### src/source/fetchPkg.sv
`default_nettype none

package fetchPkg;

    // Fetch address and instruction word.
    localparam int PC_WIDTH = 32;
    localparam int INSTR_WIDTH = 32;

    // Fetch IDs index the PC file.
    localparam int FETCH_ID_WIDTH = 3;
    localparam int PC_FILE_ENTRIES = 1 << FETCH_ID_WIDTH;

    // Decode buffer slots, one credit each.
    localparam int FETCH_CREDITS = 4;
    localparam int CREDIT_WIDTH = 3;

    // Direct-mapped BTB, indexed by PC[5:2].
    localparam int BTB_ENTRIES = 16;
    localparam int BTB_INDEX_WIDTH = $clog2(BTB_ENTRIES);
    localparam int BTB_TAG_WIDTH = PC_WIDTH - BTB_INDEX_WIDTH - 2;

    // Pause after a WFI redirect.
    localparam int WFI_DELAY = 12;
    localparam int WFI_COUNT_WIDTH = $clog2(WFI_DELAY);

    typedef logic [PC_WIDTH-1:0] pcType;
    typedef logic [FETCH_ID_WIDTH-1:0] fetchIdType;
    typedef logic [CREDIT_WIDTH-1:0] creditType;
    typedef logic [WFI_COUNT_WIDTH-1:0] wfiCountType;

    // First fetch address after reset.
    localparam pcType RESET_PC = 32'h0000_0100;

endpackage

`default_nettype wire

### src/source/branchTargetBuffer.sv
`timescale 1ns/1ns
`default_nettype none

module branchTargetBuffer (
    input wire clk,
    input wire rst,

    input wire [fetchPkg::PC_WIDTH-1:0] lookupPc,
    output logic predTaken,
    output logic [fetchPkg::PC_WIDTH-1:0] predTarget,

    input wire updateValid,
    input wire [fetchPkg::PC_WIDTH-1:0] updateSrc,
    input wire [fetchPkg::PC_WIDTH-1:0] updateDst,
    input wire updateTaken
);

    logic [fetchPkg::BTB_ENTRIES-1:0] entryValid;
    logic [fetchPkg::BTB_TAG_WIDTH-1:0] entryTag [fetchPkg::BTB_ENTRIES];
    logic [fetchPkg::PC_WIDTH-3:0] entryTarget [fetchPkg::BTB_ENTRIES];

    logic [fetchPkg::BTB_INDEX_WIDTH-1:0] lookupIndex;
    logic [fetchPkg::BTB_TAG_WIDTH-1:0] lookupTag;
    logic [fetchPkg::BTB_INDEX_WIDTH-1:0] updateIndex;
    logic [fetchPkg::BTB_TAG_WIDTH-1:0] updateTag;
    logic updateHit;

    // Index from PC[5:2], tag from the bits above.
    assign lookupIndex = lookupPc[fetchPkg::BTB_INDEX_WIDTH+1:2];
    assign lookupTag = lookupPc[fetchPkg::PC_WIDTH-1:fetchPkg::BTB_INDEX_WIDTH+2];
    assign updateIndex = updateSrc[fetchPkg::BTB_INDEX_WIDTH+1:2];
    assign updateTag = updateSrc[fetchPkg::PC_WIDTH-1:fetchPkg::BTB_INDEX_WIDTH+2];

    assign predTaken = entryValid[lookupIndex] && (entryTag[lookupIndex] == lookupTag);
    assign predTarget = {entryTarget[lookupIndex], 2'b00};

    assign updateHit = entryValid[updateIndex] && (entryTag[updateIndex] == updateTag);

    always_ff @(posedge clk) begin
        if (rst) begin
            entryValid <= '0;
        end
        else if (updateValid) begin
            if (updateTaken) begin
                entryValid[updateIndex] <= 1'b1;
            end
            else if (updateHit) begin
                // Not-taken branch, drop its entry.
                entryValid[updateIndex] <= 1'b0;
            end
        end
    end

    always_ff @(posedge clk) begin
        if (updateValid && updateTaken) begin
            entryTag[updateIndex] <= updateTag;
            entryTarget[updateIndex] <= updateDst[fetchPkg::PC_WIDTH-1:2];
        end
    end

endmodule

`default_nettype wire

### src/source/imemTracker.sv
`timescale 1ns/1ns
`default_nettype none

module imemTracker (
    input wire clk,
    input wire rst,

    input wire issueValid,
    input wire [fetchPkg::PC_WIDTH-1:0] issuePc,
    input wire [fetchPkg::FETCH_ID_WIDTH-1:0] issueFetchId,
    input wire issueInterrupt,
    input wire issuePredTaken,
    input wire [fetchPkg::PC_WIDTH-1:0] issuePredTarget,

    input wire squash,
    input wire [fetchPkg::INSTR_WIDTH-1:0] imemRespData,

    output logic outValid,
    output logic [fetchPkg::INSTR_WIDTH-1:0] outInstr,
    output logic [fetchPkg::PC_WIDTH-1:0] outPc,
    output logic [fetchPkg::FETCH_ID_WIDTH-1:0] outFetchId,
    output logic outPredTaken,
    output logic [fetchPkg::PC_WIDTH-1:0] outPredTarget,
    output logic outInterrupt
);

    logic pendValid;
    logic pendInterrupt;
    logic pendPredTaken;
    logic [fetchPkg::PC_WIDTH-1:0] pendPc;
    logic [fetchPkg::PC_WIDTH-1:0] pendPredTarget;
    logic [fetchPkg::FETCH_ID_WIDTH-1:0] pendFetchId;

    always_ff @(posedge clk) begin
        if (rst) begin
            pendValid <= 1'b0;
        end
        else begin
            pendValid <= issueValid && !squash;
        end
    end

    // Metadata of the request now at the memory.
    always_ff @(posedge clk) begin
        if (issueValid) begin
            pendPc <= issuePc;
            pendFetchId <= issueFetchId;
            pendInterrupt <= issueInterrupt;
            pendPredTaken <= issuePredTaken;
            pendPredTarget <= issuePredTarget;
        end
    end

    // A redirect this cycle kills the response in flight.
    assign outValid = pendValid && !squash;

    assign outInstr = pendInterrupt ? '0 : imemRespData;
    assign outPc = pendPc;
    assign outFetchId = pendFetchId;
    assign outPredTaken = pendPredTaken;
    assign outPredTarget = pendPredTarget;
    assign outInterrupt = pendInterrupt;

endmodule

`default_nettype wire

### src/source/pcFile.sv
`timescale 1ns/1ns
`default_nettype none

module pcFile (
    input wire clk,

    input wire writeValid,
    input wire [fetchPkg::FETCH_ID_WIDTH-1:0] writeId,
    input wire [fetchPkg::PC_WIDTH-1:0] writePc,

    input wire [fetchPkg::FETCH_ID_WIDTH-1:0] readId,
    output logic [fetchPkg::PC_WIDTH-1:0] readPc
);

    logic [fetchPkg::PC_WIDTH-1:0] entries [fetchPkg::PC_FILE_ENTRIES];

    always_ff @(posedge clk) begin
        if (writeValid) begin
            entries[writeId] <= writePc;
        end
    end

    // Backend read, no latency.
    assign readPc = entries[readId];

endmodule

`default_nettype wire

### src/source/fetchSequencer.sv
`timescale 1ns/1ns
`default_nettype none

module fetchSequencer (
    input wire clk,
    input wire rst,

    input wire beRedirectValid,
    input wire [fetchPkg::PC_WIDTH-1:0] beRedirectPc,
    input wire decRedirectValid,
    input wire [fetchPkg::PC_WIDTH-1:0] decRedirectPc,
    input wire decRedirectWfi,

    input wire interruptPending,
    input wire creditReturn,

    input wire predTaken,
    input wire [fetchPkg::PC_WIDTH-1:0] predTarget,

    output logic [fetchPkg::PC_WIDTH-1:0] fetchPc,
    output logic issueValid,
    output logic [fetchPkg::FETCH_ID_WIDTH-1:0] issueFetchId,
    output logic issueInterrupt,
    output logic squash
);

    logic redirect;
    logic [fetchPkg::PC_WIDTH-1:0] redirectPc;
    fetchPkg::pcType pcNext;

    fetchPkg::fetchIdType fetchId;
    fetchPkg::creditType creditCount;
    fetchPkg::creditType creditNext;
    logic issuedLast;
    logic creditRefund;
    logic started;

    logic wfiActive;
    logic wfiStall;
    fetchPkg::wfiCountType wfiCount;
    logic intIssued;

    // Backend wins over decode.
    assign redirect = beRedirectValid || decRedirectValid;
    assign redirectPc = beRedirectValid ? beRedirectPc : decRedirectPc;
    assign squash = redirect;

    // An interrupt ends the WFI pause right away.
    assign wfiStall = wfiActive && !interruptPending;

    // Fetch starts one cycle after reset releases.
    assign issueValid = started && (creditCount != '0) && !redirect && !wfiStall
        && !intIssued;
    assign issueFetchId = fetchId;
    assign issueInterrupt = issueValid && interruptPending;

    // Credit comes back for a squashed request.
    assign creditRefund = redirect && issuedLast;

    always_comb begin
        if (redirect) begin
            pcNext = redirectPc;
        end
        else if (issueValid) begin
            pcNext = predTaken ? predTarget : fetchPc + fetchPkg::pcType'(4);
        end
        else begin
            pcNext = fetchPc;
        end
    end

    always_comb begin
        creditNext = creditCount;
        if (issueValid) begin
            creditNext = creditNext - fetchPkg::creditType'(1);
        end
        if (creditReturn) begin
            creditNext = creditNext + fetchPkg::creditType'(1);
        end
        if (creditRefund) begin
            creditNext = creditNext + fetchPkg::creditType'(1);
        end
    end

    always_ff @(posedge clk) begin
        if (rst) begin
            fetchPc <= fetchPkg::RESET_PC;
            fetchId <= '0;
            creditCount <= fetchPkg::creditType'(fetchPkg::FETCH_CREDITS);
            issuedLast <= 1'b0;
            started <= 1'b0;
        end
        else begin
            fetchPc <= pcNext;
            creditCount <= creditNext;
            issuedLast <= issueValid;
            started <= 1'b1;
            if (issueValid) begin
                fetchId <= fetchId + fetchPkg::fetchIdType'(1);
            end
        end
    end

    always_ff @(posedge clk) begin
        if (rst) begin
            wfiActive <= 1'b0;
            wfiCount <= '0;
            intIssued <= 1'b0;
        end
        else begin
            if (wfiActive) begin
                wfiCount <= wfiCount - fetchPkg::wfiCountType'(1);
                if (interruptPending || wfiCount == '0) begin
                    wfiActive <= 1'b0;
                end
            end

            if (redirect) begin
                // Only a decode redirect can start a WFI pause.
                wfiActive <= !beRedirectValid && decRedirectWfi;
                wfiCount <= fetchPkg::wfiCountType'(fetchPkg::WFI_DELAY - 1);
                intIssued <= 1'b0;
            end
            else if (issueInterrupt) begin
                intIssued <= 1'b1;
            end
        end
    end

endmodule

`default_nettype wire

### src/source/fetchUnit.sv
`timescale 1ns/1ns
`default_nettype none

module fetchUnit (
    input wire clk,
    input wire rst,

    input wire beRedirectValid,
    input wire [fetchPkg::PC_WIDTH-1:0] beRedirectPc,
    input wire decRedirectValid,
    input wire [fetchPkg::PC_WIDTH-1:0] decRedirectPc,
    input wire decRedirectWfi,

    input wire interruptPending,
    input wire creditReturn,

    input wire btbUpdateValid,
    input wire [fetchPkg::PC_WIDTH-1:0] btbUpdateSrc,
    input wire [fetchPkg::PC_WIDTH-1:0] btbUpdateDst,
    input wire btbUpdateTaken,

    output logic imemReqValid,
    output logic [fetchPkg::PC_WIDTH-1:0] imemReqAddr,
    input wire [fetchPkg::INSTR_WIDTH-1:0] imemRespData,

    output logic outValid,
    output logic [fetchPkg::INSTR_WIDTH-1:0] outInstr,
    output logic [fetchPkg::PC_WIDTH-1:0] outPc,
    output logic [fetchPkg::FETCH_ID_WIDTH-1:0] outFetchId,
    output logic outPredTaken,
    output logic [fetchPkg::PC_WIDTH-1:0] outPredTarget,
    output logic outInterrupt,

    input wire [fetchPkg::FETCH_ID_WIDTH-1:0] pcReadAddr,
    output logic [fetchPkg::PC_WIDTH-1:0] pcReadData
);

    logic [fetchPkg::PC_WIDTH-1:0] fetchPc;
    logic issueValid;
    logic [fetchPkg::FETCH_ID_WIDTH-1:0] issueFetchId;
    logic issueInterrupt;
    logic squash;
    logic predTaken;
    logic [fetchPkg::PC_WIDTH-1:0] predTarget;

    assign imemReqValid = issueValid;
    assign imemReqAddr = fetchPc;

    fetchSequencer sequencer (
        .clk(clk),
        .rst(rst),
        .beRedirectValid(beRedirectValid),
        .beRedirectPc(beRedirectPc),
        .decRedirectValid(decRedirectValid),
        .decRedirectPc(decRedirectPc),
        .decRedirectWfi(decRedirectWfi),
        .interruptPending(interruptPending),
        .creditReturn(creditReturn),
        .predTaken(predTaken),
        .predTarget(predTarget),
        .fetchPc(fetchPc),
        .issueValid(issueValid),
        .issueFetchId(issueFetchId),
        .issueInterrupt(issueInterrupt),
        .squash(squash)
    );

    // Prediction for the address being fetched now.
    branchTargetBuffer btb (
        .clk(clk),
        .rst(rst),
        .lookupPc(fetchPc),
        .predTaken(predTaken),
        .predTarget(predTarget),
        .updateValid(btbUpdateValid),
        .updateSrc(btbUpdateSrc),
        .updateDst(btbUpdateDst),
        .updateTaken(btbUpdateTaken)
    );

    imemTracker tracker (
        .clk(clk),
        .rst(rst),
        .issueValid(issueValid),
        .issuePc(fetchPc),
        .issueFetchId(issueFetchId),
        .issueInterrupt(issueInterrupt),
        .issuePredTaken(predTaken),
        .issuePredTarget(predTarget),
        .squash(squash),
        .imemRespData(imemRespData),
        .outValid(outValid),
        .outInstr(outInstr),
        .outPc(outPc),
        .outFetchId(outFetchId),
        .outPredTaken(outPredTaken),
        .outPredTarget(outPredTarget),
        .outInterrupt(outInterrupt)
    );

    pcFile pcTable (
        .clk(clk),
        .writeValid(issueValid),
        .writeId(issueFetchId),
        .writePc(fetchPc),
        .readId(pcReadAddr),
        .readPc(pcReadData)
    );

endmodule

`default_nettype wire

### config.mk
export PLATFORM = sky130hd
export DESIGN_NAME = fetchUnit
export DESIGN_NICKNAME = d
export VERILOG_FILES = /design/src/source/fetchPkg.sv /design/src/source/branchTargetBuffer.sv /design/src/source/imemTracker.sv /design/src/source/pcFile.sv /design/src/source/fetchSequencer.sv /design/src/source/fetchUnit.sv
export SDC_FILE = /design/constraint.sdc
export NUM_CORES = 1
export LEC_CHECK = 0
export BUFFER_PORTS_ARGS = -buffer_cell sky130_fd_sc_hd__buf_2
export CAP_MARGIN = 20
export CORE_MARGIN = 2
export CORE_UTILIZATION = 35
export CTS_CLUSTER_DIAMETER = 200
export DETAILED_ROUTE_END_ITERATION = 10
export PLACE_DENSITY = 0.55
export SLEW_MARGIN = 30
export SYNTH_ARGS = -nofsm -noshare
export SYNTH_HDL_FRONTEND = slang
export SYNTH_SLANG_ARGS = --single-unit
### constraint.sdc
create_clock -name clk -period 8.1 [get_ports clk]
set_input_delay 1.215 -clock clk [delete_from_list [all_inputs] [get_ports clk]]
set_output_delay 1.215 -clock clk [all_outputs]
set_load 0.02 [all_outputs]
==> flow_metrics.py <==
metrics = {
    "critical_path": {
        "rr_worst_depth": 10,
        "path_buf_inv": 1,
        "crit_path_cell_trace": "buf_4, nor2b_2, a22o_1, a211oi_1, xor2_1, or4_4, a2111oi_4, nand4_2, mux2_2, o211ai_2",
        "cpPeakStageDelay_ns": 0.85,
        "cp.depth": 10,
        "worstReg2RegEnd": "sequencer.fetchPc[8]",
        "arrival_ns": 5.73,
        "required_ns": 8.79,
        "endpoint": "sequencer.fetchPc[8]",
        "reg2reg_slack_ns": 3.07,
        "crit_family": "compound AO/OA/AOI/OAI gates",
        "slowest_stage": "dfxtp_4",
        "crit_fanout": 29,
        "path_class": "reg2reg",
        "crit_path_start_kind": "flip-flop",
        "endpoint_kind": "flip-flop",
    },
    "routing": {
        "drtPass1Iterations": 5,
        "routed_wl_mm": 158.9,
        "drc": 0,
        "viasPerCell": 5.544,
        "first_iter_violations": 3136,
        "ant_nets": 0,
        "avgRoutedWirePerCell_um": 30.11,
        "highest_layer": "met5",
        "wl_met1_mm": 65.98,
        "dr_wl_met2_mm": 75.45,
        "dr_total_vias": 29255,
        "wl_met3_mm": 12.70,
    },
    "sta": {
        "finClkSkew_ns": 0.03234,
        "max_clock_freq_mhz": 198.6,
        "finalSetupTns_ns": 0,
        "hold_viol": 0,
        "timing.slew.headroom_pct": 34.49,
        "min_period_ns": 5.034,
        "rsz0062_at_grt": "false",
        "setup_viol": 0,
        "fin_crit_sh_pct": 62.15,
        "drv_slew": 0,
        "tightest_slew_ns": 0.9826,
    },
    "placed_design": {
        "port_buffers": 332,
        "gp_congestion": 0.8225,
        "post_dp_cell_area_um2": 58600,
        "dp_hpwl_mm": 96.63,
    },
    "yosys": {
        "ys_top_cells_by_count": "edfxtp_1, mux4_2, mux2i_1",
        "synth.avg_cell_area_um2": 19.86,
        "syn-cell-area_um2": 54170,
        "synthFlopType": "edfxtp_1",
        "synth_enable_flop_cells": 1219,
        "yosys_register_bits": 1286,
        "synthArstFlopShare_pct": 0,
        "ys_seq_area_share_pct": 70.06,
        "ys.warnings.count": 0,
        "synth_top_area_cell": "edfxtp_1",
        "synth_area_leaders": "edfxtp_1, mux4_2, dfxtp_1",
        "yosys.area.top_type_share_pct": 67.58,
        "synth.distinct_cells": 71,
        "yosysMostFrequentCell": "edfxtp_1",
        "synthesis.instances": 2727,
    },
    "clocking": {
        "h-tree-depth": 4,
        "clk_pin_slew_ns": 0.06,
        "cts_buffer_depth": 3,
        "postCtsSetupBuffers": 0,
        "cts-buffers-inserted": 139,
        "worstSkewPairLatency_ns": 0.79,
        "cts-root-buf": "clkbuf_16",
        "cts_num_sinks": 1286,
        "post_cts_resize_count": 0,
        "tritoncts": "done",
        "hold_buffers": 0,
    },
    "run_status": {
        "status": "finished, final reports clean",
    },
    "min_path": {
        "min_path_type": "reg2reg",
    },
    "layout": {
        "syn2layout_area_growth_pct": 16.49,
        "fin_nets": 3301,
        "design_area_um2": 63100,
        "drive_gt1_share_pct": 35.35,
    },
    "global_route": {
        "antenna_found_initial": 36,
        "grt_max_degree": 107,
        "grtUsageTotal_pct": 19.95,
        "grt_overflow": 0,
        "grt_pass1_wl_mm": 222.9,
        "grt_pass1_vias": 29222,
    },
    "power_and_ir_drop": {
        "power.leakage_uw": 0.02035,
        "ir_drop_uv": 208.7,
        "p_per_area_nw_per_um2": 238.9,
    },
    "floorplanning": {
        "dieArea_um2": 157900,
        "die_w_um": 397.4,
        "io_pins": 339,
        "rows": 144,
        "die_h_um": 397.4,
        "core_um2": 153900,
        "start_util_pct": 35.20,
    },
    "run": {
        "cap_viol_max_count": 0,
    },
}
==> per-layer routing <==
metal	vias up	GRT usage (%)
met5	-	0
met4	14	6.284
met3	250	4.604
met2	1233	31.70
met1	15557	27.24
li1	12201	-
==> worst min-delay path by stage <==
stage,endpoint,depth (start not counted),start
after global placement,sequencer.intIssued,1,sequencer.intIssued
after CTS,sequencer.intIssued,1,sequencer.intIssued
after floorplan,tracker.outFetchId[0],0,sequencer.issueFetchId[0]
final,sequencer.intIssued,1,sequencer.intIssued
after global routing,sequencer.intIssued,1,sequencer.intIssued
after detailed placement,sequencer.intIssued,1,sequencer.intIssued
==> sequential cells by signal (all words and copies together) (netlist names), named ones only <==
name,flops
sequencer.wfiCount,4
tracker.outFetchId,3
tracker.outPredTaken,1
sequencer.started,1
sequencer.fetchPc,32
sequencer.creditCount,3
btb.entryTarget,480
sequencer.intIssued,1
sequencer.issueFetchId,3
tracker.outPc,32
btb.entryTag,416
tracker.outPredTarget,30
pcTable.entries,256
tracker.outInterrupt,1
tracker.pendValid,1
sequencer.issuedLast,1
sequencer.wfiActive,1
==> kinds of logic (layout without fill, tap and decap cells) <==
logic type                 Yosys count  count (layout)  synth area share (%)
DFF                               1286            1286                 70.06
muxes                              568             568                 20.51
and+or+nand+nor                    356             356                 3.414
AOI/OAI and AO/OA                  236             236                 2.890
buffers and inverters              196             699                 1.716
xor gates and xnor gates            77              77                 1.245
adders and majority gates            7               7                0.1617
other                                1               4              0.006923
==> worst register-to-register path, stage by stage (launching register included) <==
cell and delay [ns]:
dfxtp_4 0.85, buf_4 0.55, nor2b_2 0.28, a22o_1 0.28, a211oi_1 0.79, xor2_1 0.19, or4_4 0.57, a2111oi_4 0.22
nand4_2 0.56, mux2_2 0.51, o211ai_2 0.15
==> where the power goes <==
part	total [µW]	internal (µW)	switching (µW)
registers	7480	7390	85.1
logic	1350	531	819
clock network	6250	3590	2660
total	15100	11500	3570
==> stage by stage <==
step	setup WS (ns)	instances	hold WS [ns]	utilization [%]	power, µW
floorplan	0.4731	2728	0.4348	-	8407
global placement	2.524	5021	0.4478	38.04	8963
detailed placement	2.581	5024	0.4623	38.08	8972
CTS	3.072	5274	0.4771	40.99	15220
global route	2.915	5275	0.4971	41.01	15540
finish	3.066	5277	0.4758	41.01	15080
==> area by class of cell <==
class	instances	area [µm²]
repair buffers	430	2579
clock buffers	182	3797
diodes	2	5.005
clock inverters	68	665.6
inverters	19	73.82
flip-flops and latches	1286	37960
multi-input cells	1246	15460
fillers	13647	90770
well taps	2044	2557
==> cells in the final DEF, fill, tap and decap left out, types with 44 or more instances in the layout <==
cell / netlist / layout
buf_4: 11 / 87
clkbuf_16: 0 / 142
buf_2: 37 / 328
mux2i_1: 100 / 100
a21oi_1: 76 / 76
nor2_1: 97 / 84
nand2_1: 57 / 57
dfxtp_1: 67 / 62
xnor2_1: 44 / 44
mux4_2: 423 / 423
edfxtp_1: 1219 / 1219
No activity file was read; power rests on OpenSTA's default activity.
